==> src/rtl/slam_ctrl_pkg.sv <==
package slam_ctrl_pkg;

  // kind of filter stage in flight
  // ST_IDLE doubles as "no stage"
  typedef enum logic [1:0] {
    ST_IDLE = 2'd0,
    ST_PRD  = 2'd1,
    ST_NEW  = 2'd2,
    ST_UPD  = 2'd3
  } stage_e;

  // sequencer states
  // run covers init pulse and the wait for done
  // commit is the single cycle where the state bank applies results
  typedef enum logic [1:0] {
    FSM_IDLE   = 2'd0,
    FSM_RUN    = 2'd1,
    FSM_COMMIT = 2'd2
  } fsm_e;

  // bit positions inside stage_val / stage_rdy
  localparam int STG_PRD_BIT = 0;
  localparam int STG_NEW_BIT = 1;
  localparam int STG_UPD_BIT = 2;

  // width of the request and ready vectors
  localparam int STG_W = 3;

endpackage
==> src/rtl/slam_data_pkg.sv <==
package slam_data_pkg;

  // stage kind travels inside the commit record
  import slam_ctrl_pkg::*;

  // word width of every coordinate and result
  localparam int DATA_W   = 32;
  // landmark index and table depth
  localparam int LM_IDX_W = 4;
  localparam int LM_DEPTH = 1 << LM_IDX_W;

  // robot pose, three words
  typedef struct packed {
    logic [DATA_W-1:0] x;
    logic [DATA_W-1:0] y;
    logic [DATA_W-1:0] heading;
  } pose_t;

  // one landmark entry
  typedef struct packed {
    logic [DATA_W-1:0] lx;
    logic [DATA_W-1:0] ly;
  } landmark_t;

  // nonlinear unit results, result_0 in the low word
  typedef struct packed {
    logic [DATA_W-1:0] result_4;
    logic [DATA_W-1:0] result_3;
    logic [DATA_W-1:0] result_2;
    logic [DATA_W-1:0] result_1;
    logic [DATA_W-1:0] result_0;
  } nl_result_t;

  // routed results ready to be applied by the state bank
  typedef struct packed {
    logic      valid;
    stage_e    kind;
    pose_t     pose;
    landmark_t lm;
  } commit_t;

endpackage

==> src/rtl/slam_stage_core.sv <==
`timescale 1ns/1ps

module slam_stage_core
  import slam_ctrl_pkg::*;
  import slam_data_pkg::*;
(
  input  logic                clk,
  input  logic                sys_rst,
  // processor side
  input  logic [STG_W-1:0]    i_stage_val,
  output logic [STG_W-1:0]    o_stage_rdy,
  input  logic [LM_IDX_W-1:0] i_l_k,
  // toward the nonlinear unit
  output logic                o_init_predict,
  output logic                o_init_newlm,
  output logic                o_init_update,
  output pose_t               o_pose,
  output landmark_t           o_lm,
  // from the nonlinear unit
  input  logic                i_done_predict,
  input  logic                i_done_newlm,
  input  logic                i_done_update,
  input  nl_result_t          i_result
);

  stage_e  stage;
  logic    accept;
  logic    capture;
  commit_t commit;

  // sequencer, owns every strobe
  stage_ctrl u_stage_ctrl (
    .clk            (clk),
    .sys_rst        (sys_rst),
    .i_stage_val    (i_stage_val),
    .i_done_predict (i_done_predict),
    .i_done_newlm   (i_done_newlm),
    .i_done_update  (i_done_update),
    .o_stage        (stage),
    .o_accept       (accept),
    .o_capture      (capture),
    .o_init_predict (o_init_predict),
    .o_init_newlm   (o_init_newlm),
    .o_init_update  (o_init_update),
    .o_stage_rdy    (o_stage_rdy)
  );

  // results to commit record, one cycle after done
  nl_capture u_nl_capture (
    .clk       (clk),
    .sys_rst   (sys_rst),
    .i_capture (capture),
    .i_stage   (stage),
    .i_result  (i_result),
    .o_commit  (commit)
  );

  // pose and landmark storage
  // outputs feed the nonlinear unit directly
  state_bank u_state_bank (
    .clk      (clk),
    .sys_rst  (sys_rst),
    .i_accept (accept),
    .i_l_k    (i_l_k),
    .i_commit (commit),
    .o_pose   (o_pose),
    .o_lm     (o_lm)
  );

endmodule

==> src/rtl/state_bank.sv <==
`timescale 1ns/1ps

module state_bank
  import slam_ctrl_pkg::*;
  import slam_data_pkg::*;
(
  input  logic                clk,
  input  logic                sys_rst,
  input  logic                i_accept,
  input  logic [LM_IDX_W-1:0] i_l_k,
  input  commit_t             i_commit,
  output pose_t               o_pose,
  output landmark_t           o_lm
);

  pose_t               pose_q;
  landmark_t           lm_tab [LM_DEPTH];
  logic [LM_IDX_W-1:0] idx_q;

  // index of the landmark for this stage
  // held from accept until the next accept
  always_ff @(posedge clk) begin
    if (sys_rst) begin
      idx_q <= '0;
    end else if (i_accept) begin
      idx_q <= i_l_k;
    end
  end

  // pose register
  // predict and update both add, wrapping at 32 bits
  always_ff @(posedge clk) begin
    if (sys_rst) begin
      pose_q <= '0;
    end else if (i_commit.valid) begin
      case (i_commit.kind)
        ST_PRD, ST_UPD: begin
          pose_q.x       <= pose_q.x + i_commit.pose.x;
          pose_q.y       <= pose_q.y + i_commit.pose.y;
          pose_q.heading <= pose_q.heading + i_commit.pose.heading;
        end
        default: begin
          pose_q <= pose_q;
        end
      endcase
    end
  end

  // landmark table, 16 entries
  // new landmark overwrites, update adds
  always_ff @(posedge clk) begin
    if (sys_rst) begin
      for (int i = 0; i < LM_DEPTH; i++) begin
        lm_tab[i] <= '0;
      end
    end else if (i_commit.valid) begin
      case (i_commit.kind)
        ST_NEW: begin
          lm_tab[idx_q] <= i_commit.lm;
        end
        ST_UPD: begin
          lm_tab[idx_q].lx <= lm_tab[idx_q].lx + i_commit.lm.lx;
          lm_tab[idx_q].ly <= lm_tab[idx_q].ly + i_commit.lm.ly;
        end
        default: begin
          lm_tab[idx_q] <= lm_tab[idx_q];
        end
      endcase
    end
  end

  // reads follow the latched index
  assign o_pose = pose_q;
  assign o_lm   = lm_tab[idx_q];

  // sequencer only accepts while idle
  // so the index never moves under a pending commit
  a_no_commit_on_accept: assert property (@(posedge clk) disable iff (sys_rst)
    !(i_accept && i_commit.valid));

endmodule

==> src/rtl/nl_capture.sv <==
`timescale 1ns/1ps

module nl_capture
  import slam_ctrl_pkg::*;
  import slam_data_pkg::*;
(
  input  logic       clk,
  input  logic       sys_rst,
  input  logic       i_capture,
  input  stage_e     i_stage,
  input  nl_result_t i_result,
  output commit_t    o_commit
);

  pose_t     pose_d;
  landmark_t lm_d;
  logic      valid_q;
  stage_e    kind_q;
  pose_t     pose_q;
  landmark_t lm_q;

  // route result words by stage
  // unused fields stay zero
  always_comb begin
    pose_d = '0;
    lm_d   = '0;
    case (i_stage)
      ST_PRD: begin
        // odometry deltas
        pose_d.x       = i_result.result_2;
        pose_d.y       = i_result.result_3;
        pose_d.heading = i_result.result_1;
      end
      ST_NEW: begin
        // absolute position of the new landmark
        lm_d.lx = i_result.result_0;
        lm_d.ly = i_result.result_1;
      end
      ST_UPD: begin
        // correction for pose and the observed landmark
        pose_d.x       = i_result.result_0;
        pose_d.y       = i_result.result_1;
        pose_d.heading = i_result.result_2;
        lm_d.lx        = i_result.result_3;
        lm_d.ly        = i_result.result_4;
      end
      default: begin
        pose_d = '0;
        lm_d   = '0;
      end
    endcase
  end

  // valid lasts one cycle per capture
  always_ff @(posedge clk) begin
    if (sys_rst) begin
      valid_q <= 1'b0;
    end else begin
      valid_q <= i_capture;
    end
  end

  // payload only moves on capture
  always_ff @(posedge clk) begin
    if (i_capture) begin
      kind_q <= i_stage;
      pose_q <= pose_d;
      lm_q   <= lm_d;
    end
  end

  assign o_commit = '{valid: valid_q, kind: kind_q, pose: pose_q, lm: lm_q};

  // a live record always names a real stage
  a_commit_kind: assert property (@(posedge clk) disable iff (sys_rst)
    o_commit.valid |-> (o_commit.kind != ST_IDLE));

endmodule

==> src/rtl/stage_ctrl.sv <==
`timescale 1ns/1ps

module stage_ctrl
  import slam_ctrl_pkg::*;
(
  input  logic             clk,
  input  logic             sys_rst,
  input  logic [STG_W-1:0] i_stage_val,
  input  logic             i_done_predict,
  input  logic             i_done_newlm,
  input  logic             i_done_update,
  output stage_e           o_stage,
  output logic             o_accept,
  output logic             o_capture,
  output logic             o_init_predict,
  output logic             o_init_newlm,
  output logic             o_init_update,
  output logic [STG_W-1:0] o_stage_rdy
);

  fsm_e             state;
  stage_e           req_stage;
  logic             done_sel;
  logic [STG_W-1:0] rdy_sel;

  // decode the request level
  // anything but a single set bit stays ST_IDLE and is ignored
  always_comb begin
    req_stage = ST_IDLE;
    if (i_stage_val == STG_W'(1 << STG_PRD_BIT)) begin
      req_stage = ST_PRD;
    end else if (i_stage_val == STG_W'(1 << STG_NEW_BIT)) begin
      req_stage = ST_NEW;
    end else if (i_stage_val == STG_W'(1 << STG_UPD_BIT)) begin
      req_stage = ST_UPD;
    end
  end

  // only the done of the active stage counts
  always_comb begin
    case (o_stage)
      ST_PRD:  done_sel = i_done_predict;
      ST_NEW:  done_sel = i_done_newlm;
      ST_UPD:  done_sel = i_done_update;
      default: done_sel = 1'b0;
    endcase
  end

  // ready bit matching the active stage
  always_comb begin
    rdy_sel = '0;
    case (o_stage)
      ST_PRD:  rdy_sel[STG_PRD_BIT] = 1'b1;
      ST_NEW:  rdy_sel[STG_NEW_BIT] = 1'b1;
      ST_UPD:  rdy_sel[STG_UPD_BIT] = 1'b1;
      default: rdy_sel = '0;
    endcase
  end

  // no accept in the ready cycle
  // processor has not dropped its request yet
  assign o_accept  = (state == FSM_IDLE) && (o_stage_rdy == '0) && (req_stage != ST_IDLE);
  // results are sampled in the same cycle as done
  assign o_capture = (state == FSM_RUN) && done_sel;

  always_ff @(posedge clk) begin
    if (sys_rst) begin
      state          <= FSM_IDLE;
      o_stage        <= ST_IDLE;
      o_init_predict <= 1'b0;
      o_init_newlm   <= 1'b0;
      o_init_update  <= 1'b0;
      o_stage_rdy    <= '0;
    end else begin
      // strobes default low and last one cycle
      o_init_predict <= 1'b0;
      o_init_newlm   <= 1'b0;
      o_init_update  <= 1'b0;
      o_stage_rdy    <= '0;
      case (state)
        FSM_IDLE: begin
          if (o_accept) begin
            state          <= FSM_RUN;
            o_stage        <= req_stage;
            o_init_predict <= (req_stage == ST_PRD);
            o_init_newlm   <= (req_stage == ST_NEW);
            o_init_update  <= (req_stage == ST_UPD);
          end
        end
        FSM_RUN: begin
          // wait here for the nonlinear unit as long as it takes
          if (o_capture) begin
            state <= FSM_COMMIT;
          end
        end
        FSM_COMMIT: begin
          // state bank applies the record at this edge
          state       <= FSM_IDLE;
          o_stage     <= ST_IDLE;
          o_stage_rdy <= rdy_sel;
        end
        default: begin
          state <= FSM_IDLE;
        end
      endcase
    end
  end

  // at most one init strobe toward the nonlinear unit
  a_init_onehot: assert property (@(posedge clk) disable iff (sys_rst)
    $onehot0({o_init_predict, o_init_newlm, o_init_update}));

  // at most one ready bit back to the processor
  a_rdy_onehot: assert property (@(posedge clk) disable iff (sys_rst)
    $onehot0(o_stage_rdy));

  // stage kind stays set while the sequencer is busy
  // so capture and ready always see a real stage
  a_stage_busy: assert property (@(posedge clk) disable iff (sys_rst)
    (state != FSM_IDLE) |-> (o_stage != ST_IDLE));

endmodule

==> config.mk <==
export PLATFORM = sky130hd
export DESIGN_NAME = slam_stage_core
export DESIGN_NICKNAME = d
export VERILOG_FILES = /design/src/rtl/slam_ctrl_pkg.sv /design/src/rtl/slam_data_pkg.sv /design/src/rtl/slam_stage_core.sv /design/src/rtl/state_bank.sv /design/src/rtl/nl_capture.sv /design/src/rtl/stage_ctrl.sv
export SDC_FILE = /design/constraint.sdc
export NUM_CORES = 2
export LEC_CHECK = 0
export BUFFER_PORTS_ARGS = -buffer_cell sky130_fd_sc_hd__buf_2
export CORE_ASPECT_RATIO = 0.75
export CORE_MARGIN = 2
export CORE_UTILIZATION = 62
export CTS_CLUSTER_SIZE = 16
export DETAILED_ROUTE_END_ITERATION = 8
export MAX_ROUTING_LAYER = met4
export PLACE_DENSITY = 0.8
export SYNTH_ARGS = -nofsm -noshare
export SYNTH_HDL_FRONTEND = slang
export SYNTH_SLANG_ARGS = --single-unit
==> constraint.sdc <==
create_clock -name clk -period 19.2 [get_ports clk]
set_clock_uncertainty 0.1 [all_clocks]
set_input_delay 3.84 -clock clk [delete_from_list [all_inputs] [get_ports clk]]
set_output_delay 3.84 -clock clk [all_outputs]
set_load 0.03 [all_outputs]
# Word-level counts from Yosys, hierarchy flattened
# Memories as Yosys holds them, arrays and structs flattened. A register that Yosys moved wholly into a read port is not among the register bits.
# Index checks and enable logic that the tools add are counted.
op_classes:
  eq_ne: 16
  reduce_logical: 15
  mul: 0
  n_div: 0
  addsub: 5
  order_cmp: 0
  bitwise: 7
  shift: 0
  n_mux: 37
op_table:
  columns: ["cell", "n"]
  rows:
  - ["96-bit case mux with 2 select lines", 1]
  - ["32-bit adder", 5]
  - ["32-bit 2-to-1 mux", 4]
  - ["64-bit case mux with 2 select lines", 1]
  - ["64-bit 2-to-1 mux", 1]
  - ["64-bit OR reduction", 1]
  - ["1-bit 2-to-1 mux", 17]
  - ["2-bit equality test (second input constant)", 7]
  - ["2-bit 2-to-1 mux", 7]
  - ["4-bit 2-to-1 mux", 3]
  - ["2-bit by 1-bit equality test with 1-bit output (second input constant)", 4]
  - ["2-bit case mux with 2 select lines", 2]
  - ["2-bit AND reduction", 3]
  - ["2-bit OR reduction", 3]
  - ["1-bit bitwise OR", 4]
  - ["2-bit nonzero test", 2]
  - ["3-bit by 1-bit equality test with 1-bit output (second input constant)", 1]
  - ["3-bit by 2-bit equality test with 1-bit output (second input constant)", 1]
  - ["3-bit equality test (second input constant)", 1]
  - ["1-bit logical AND", 3]
  - ["3-bit zero test", 1]
  - ["1-bit inverter", 3]
  - ["1-bit case mux with 3 select lines", 1]
  - ["3-bit OR reduction", 1]
  - ["other kinds (3)", 3]
word_totals:
  mem_count: 1
  register_bits: 273
  ram_bits: 1024
  latchBits: 0
  mem_bits_ro: 0
  in_bits: 172
memory_table:
  columns: ["memory", "depth", "width", "rd", "rd_clocked_by_memory_dff", "wr", "line", "text"]
  rows:
  - ["u_state_bank.lm_tab", 16, 64, 1, 1, 16, "state_bank.sv:17", "landmark_t lm_tab [LM_DEPTH];"]

# Longest topological paths before layout
depth:
  word_depth: 9
  mapped_depth: 23

# Cells and area by module
# From an unflattened synthesis, not the netlist that was laid out.
hier_totals:
  cells_unflattened: 4868
  hier_area_um2: 64179.1
by_module_without_submodules:
  columns: ["module", "area_each_um2", "cells_each", "n_inst"]
  rows:
  - ["state_bank", 55968.7, 4295, 1]
  - ["nl_capture", 7749.9, 521, 1]
  - ["stage_ctrl", 460.4, 52, 1]

# Worst setup path after synthesis
# OpenSTA, ideal clock, no wires.
synth_timing:
  path_kind: "input to register"
  from: "in i_done_update"
  to: "reg u_nl_capture.valid_q"
  setup_time_ps: 126
  required_ps: 18974
  path_buffers: 0
  stages: 4
  arrival_ps: 16634
  slack_ps: 2340
  cell_sequence: "mux2_2 > a21oi_1 > nor3b_1 > and2_1"
synth_between:
  elab_chain_cells: 2
synth_lines:
  columns: ["item", "line", "text"]
  rows:
  - ["start: declaration", "slam_stage_core.sv:22", "input logic i_done_update,"]
  - ["1-bit case mux with 3 select lines", "stage_ctrl.sv:41", "case (o_stage)"]
  - ["1-bit logical AND", "stage_ctrl.sv:64", "assign o_capture = (state == FSM_RUN) && done_sel;"]
  - ["net capture", "slam_stage_core.sv:28", "logic capture;"]
  - ["end signal: assignment", "nl_capture.sv:59", "valid_q <= i_capture;"]
  - ["end: declaration", "nl_capture.sv:17", "logic valid_q;"]
# The timed path passes the listed nets, and every way through them passes these cells.
# A chain may end at the register's enable or synchronous reset.

==> metrics <==
cts-stage hold buffer count=0; portion of the clock cycle consumed by the worst path in the final layout=46.4%; worst setup path category=reg -> out; cell at the slowest stage of the critical path=buf_4; Mapped Avg Cell Area=13.0 um2; count of state elements after synthesis=1301; cell count of the worst hold path=2; Hold Path End=u_state_bank.o_pose[13]$_SDFFE_PP0P_; Sw Pwr=1.69 mW; count of cells resized by post-cts repair=0; Final GP Congestion=1.00; Pre-antenna DRT Iters=8; worst endpoint data arrival time=4.96 ns; leading post-synthesis cells by cell area=edfxtp_1 56%, mux4_2 11%, nor2_1 6.8%; setup slack on the worst flop-to-flop path=11.34 ns; Max Slew Vio Count=0; final setup violation count=0; CP bufs+invs=3; number of nets in the layout=5372; endpoints failing hold=0; worst setup timing slack at the placement stage=10.50 ns; post-synth design cell area=0.0634 mm2; total congestion overflow after global routing=0; Util after Layout=69.0%; max capacitance violation total=0; worst slew pin tran=1.35 ns; Floorplan Core Area=0.101 mm2; cell family with most CP delay=buffers and inverters; post-synth cell types=77; share of total power consumed by net switching=25.8%; unrepaired setup endpoints after global routing=false; floorplan die height=281 um; number of buffers added on ports=337; slew margin rel.=10.1%; leakage=26.0 nW; via count normalized by instance count=6.86; yosys warns=0; fraction of post-synthesis cell area in the top cell type by area=56.2%; CTS clk-pin slew, worst paths=0.07 ns; nature of the critical path endpoint=primary output; average wire per standard cell=30.2 um; Layout area overhead=10.3%; clock tree from TritonCTS=built; Seq/Total Area, Yosys=59.8%; clock latency reported for the late side of the worst-skew pair=0.75 ns; commonest non-fill, non-tap cell in the layout=edfxtp_1; wire length of the first global-routing pass=280 mm; CTS Sinks=1301; postcts setup bufs=0; CP cell instances=buf_4 > buf_4 > mux4_2 > mux4_2 > buf_2; highest fanout seen on the critical path=50; io pins=338; clock root buffer=clkbuf_16; final critical delay including setup and external delays=8.90 ns; depth of the worst register-to-register path=17; combinational fraction of design power=13.3%; startpoint of the most critical hold path=u_state_bank.o_pose[13]$_SDFFE_PP0P_; Setup TNS=0 ns; pin count of the biggest net entering global routing=165; starting density of the core=62.5%; gate count after technology mapping=4883; placed wire-length estimate=116 mm; die width=373 um; cell type with the highest aggregate area in the netlist=edfxtp_1; Worst path max stage delay=0.94 ns; count of H-tree levels built during CTS=3; internal power consumption=4.86 mW; portion of total power attributed to sequential cells=49.3%; run status=finished clean; worst vdd ir=0.0931 mV; ratio of total power to cell area=93.7 mW/mm2; number of antenna violations at the first check in global routing=4; number of rows in the core area=101; leading register cell type out of synthesis=edfxtp_1; aggregate routed wire length=196 mm; worst setup slack after layout=10.30 ns; sort of element at the start of the critical path=flop; endpoint of the most critical register-to-register path=u_state_bank.lm_tab[8][27]$_SDFFCE_PN0P_; number of buffers between clock root and the deepest sink=3; global-route total usage across every layer=38.0%; share of final-layout standard cells stronger than drive strength 1=19.4%; Post-synth EDFFs=1186; top library cells by usage in the layout, fill and taps aside=1186 x edfxtp_1, 1142 x nor2_1, 336 x buf_2, 320 x mux4_2, 240 x nand2_1; type of the most critical hold path=reg -> reg; drt first-iter violations=7459; CTS Buf Count=117; asr flop ratio synth=0%; remaining number of nets flagged by the antenna check after routing=0; Max Freq=112 MHz; via count of the first global-routing pass=42400; routed via count=44500; Post-Syn Nets=5215; data required time at the worst endpoint=15.26 ns; die outline area=0.105 mm2; portion of total power attributed to the clock network=37.4%; final routed DRC violation total=0
-- synth_stat cells, drive strengths merged, types with 24 or more instances --
library cell,count
a21o,73
mux2i,167
nor2b,183
o21bai,28
a221oi,26
nand3,41
mux4,320
ha,155
nor3,24
dfxtp,115
xor2,36
nand2,269
clkbuf,225
a21oi,248
inv,57
edfxtp,1186
a211oi,24
xnor2,82
buf,134
o21ai,115
nor2,1144
-- stage by stage --
step / cell area [um2] / hold WS (ns) / power [mW] / cells
floorplan: 63400 / 0.306 / 3.86 / 4883
global placement: 66000 / 0.356 / 4.11 / 6260
detailed placement: 66000 / 0.364 / 4.13 / 6260
CTS: 69900 / 0.373 / 6.53 / 6480
global route: 70000 / 0.389 / 6.70 / 6483
finish: 70000 / 0.373 / 6.55 / 6483
-- registers in the layout (all words and copies together) (netlist names), named ones only --
signal	flops
u_nl_capture.kind_q	2
u_nl_capture.o_commit	160
u_nl_capture.valid_q	1
u_stage_ctrl.o_init_newlm	1
u_stage_ctrl.o_init_predict	1
u_stage_ctrl.o_init_update	1
u_stage_ctrl.o_stage	2
u_stage_ctrl.o_stage_rdy	3
u_stage_ctrl.state	2
u_state_bank.idx_q	4
u_state_bank.lm_tab	1024
u_state_bank.o_pose	96
-- area by class of cell --
| type | instances | area, um2 |
|---|---|---|
| inverters | 57 | 214 |
| clock inverters | 83 | 945 |
| multi-input cells | 3166 | 24000 |
| fillers | 6812 | 31400 |
| well taps | 1339 | 1680 |
| diodes | 3 | 7.51 |
| repair buffers | 397 | 2160 |
| clock buffers | 137 | 3000 |
| flip-flops and latches | 1301 | 37900 |
-- worst max-delay path by stage --
stage,cells after the start,slack [ns],to,startpoint
floorplan,4,2.34,u_nl_capture.valid_q$_SDFF_PP0_,i_done_update
global placement,7,10.62,u_state_bank.lm_tab[8][53]$_SDFFCE_PN0P_,sys_rst
detailed placement,7,10.50,u_state_bank.lm_tab[8][18]$_SDFFCE_PN0P_,sys_rst
CTS,5,10.16,o_lm[53],flop
global route,5,9.94,o_lm[53],flop
finish,5,10.30,o_lm[53],flop
-- kinds of logic (layout without fill, tap and decap cells) --
family,Yosys count,in the layout,share of synthesized area (%)
xor gates and xnor gates,118,118,1.63
and+or+nand+nor,1752,1752,11.7
other,0,3,0
muxes,488,488,14.0
AOI/OAI and AO/OA,648,648,6.85
DFF,1301,1301,59.8
buffers and inverters,416,674,2.81
adders and majority gates,160,160,3.22
-- power by group through the flow --
stage                     sequential (mW)  combinational (mW)  clock, mW
final                                3.23               0.872       2.45
after CTS                            3.23               0.852       2.45
after floorplan                      3.26               0.598          0
after global routing                 3.24               0.912       2.55
after global placement               3.28               0.830          0
after detailed placement             3.29               0.844          0
-- routing by layer --
layer  up-vias  share of wire [%]  track usage, %
met5         -                  0               -
met4         0                6.3            20.0
met3       701                 15            10.2
met2      3801                 44            54.2
met1     21700                 35            50.4
li1      18300                  -               -
-- tightest hold or removal path, cell delays in order (launching register included) --
cell	delay [ns]
dfxtp_1	0.32
nand2_1	0.06
a21oi_1	0.05
No activity file was read; power rests on OpenSTA's default activity.
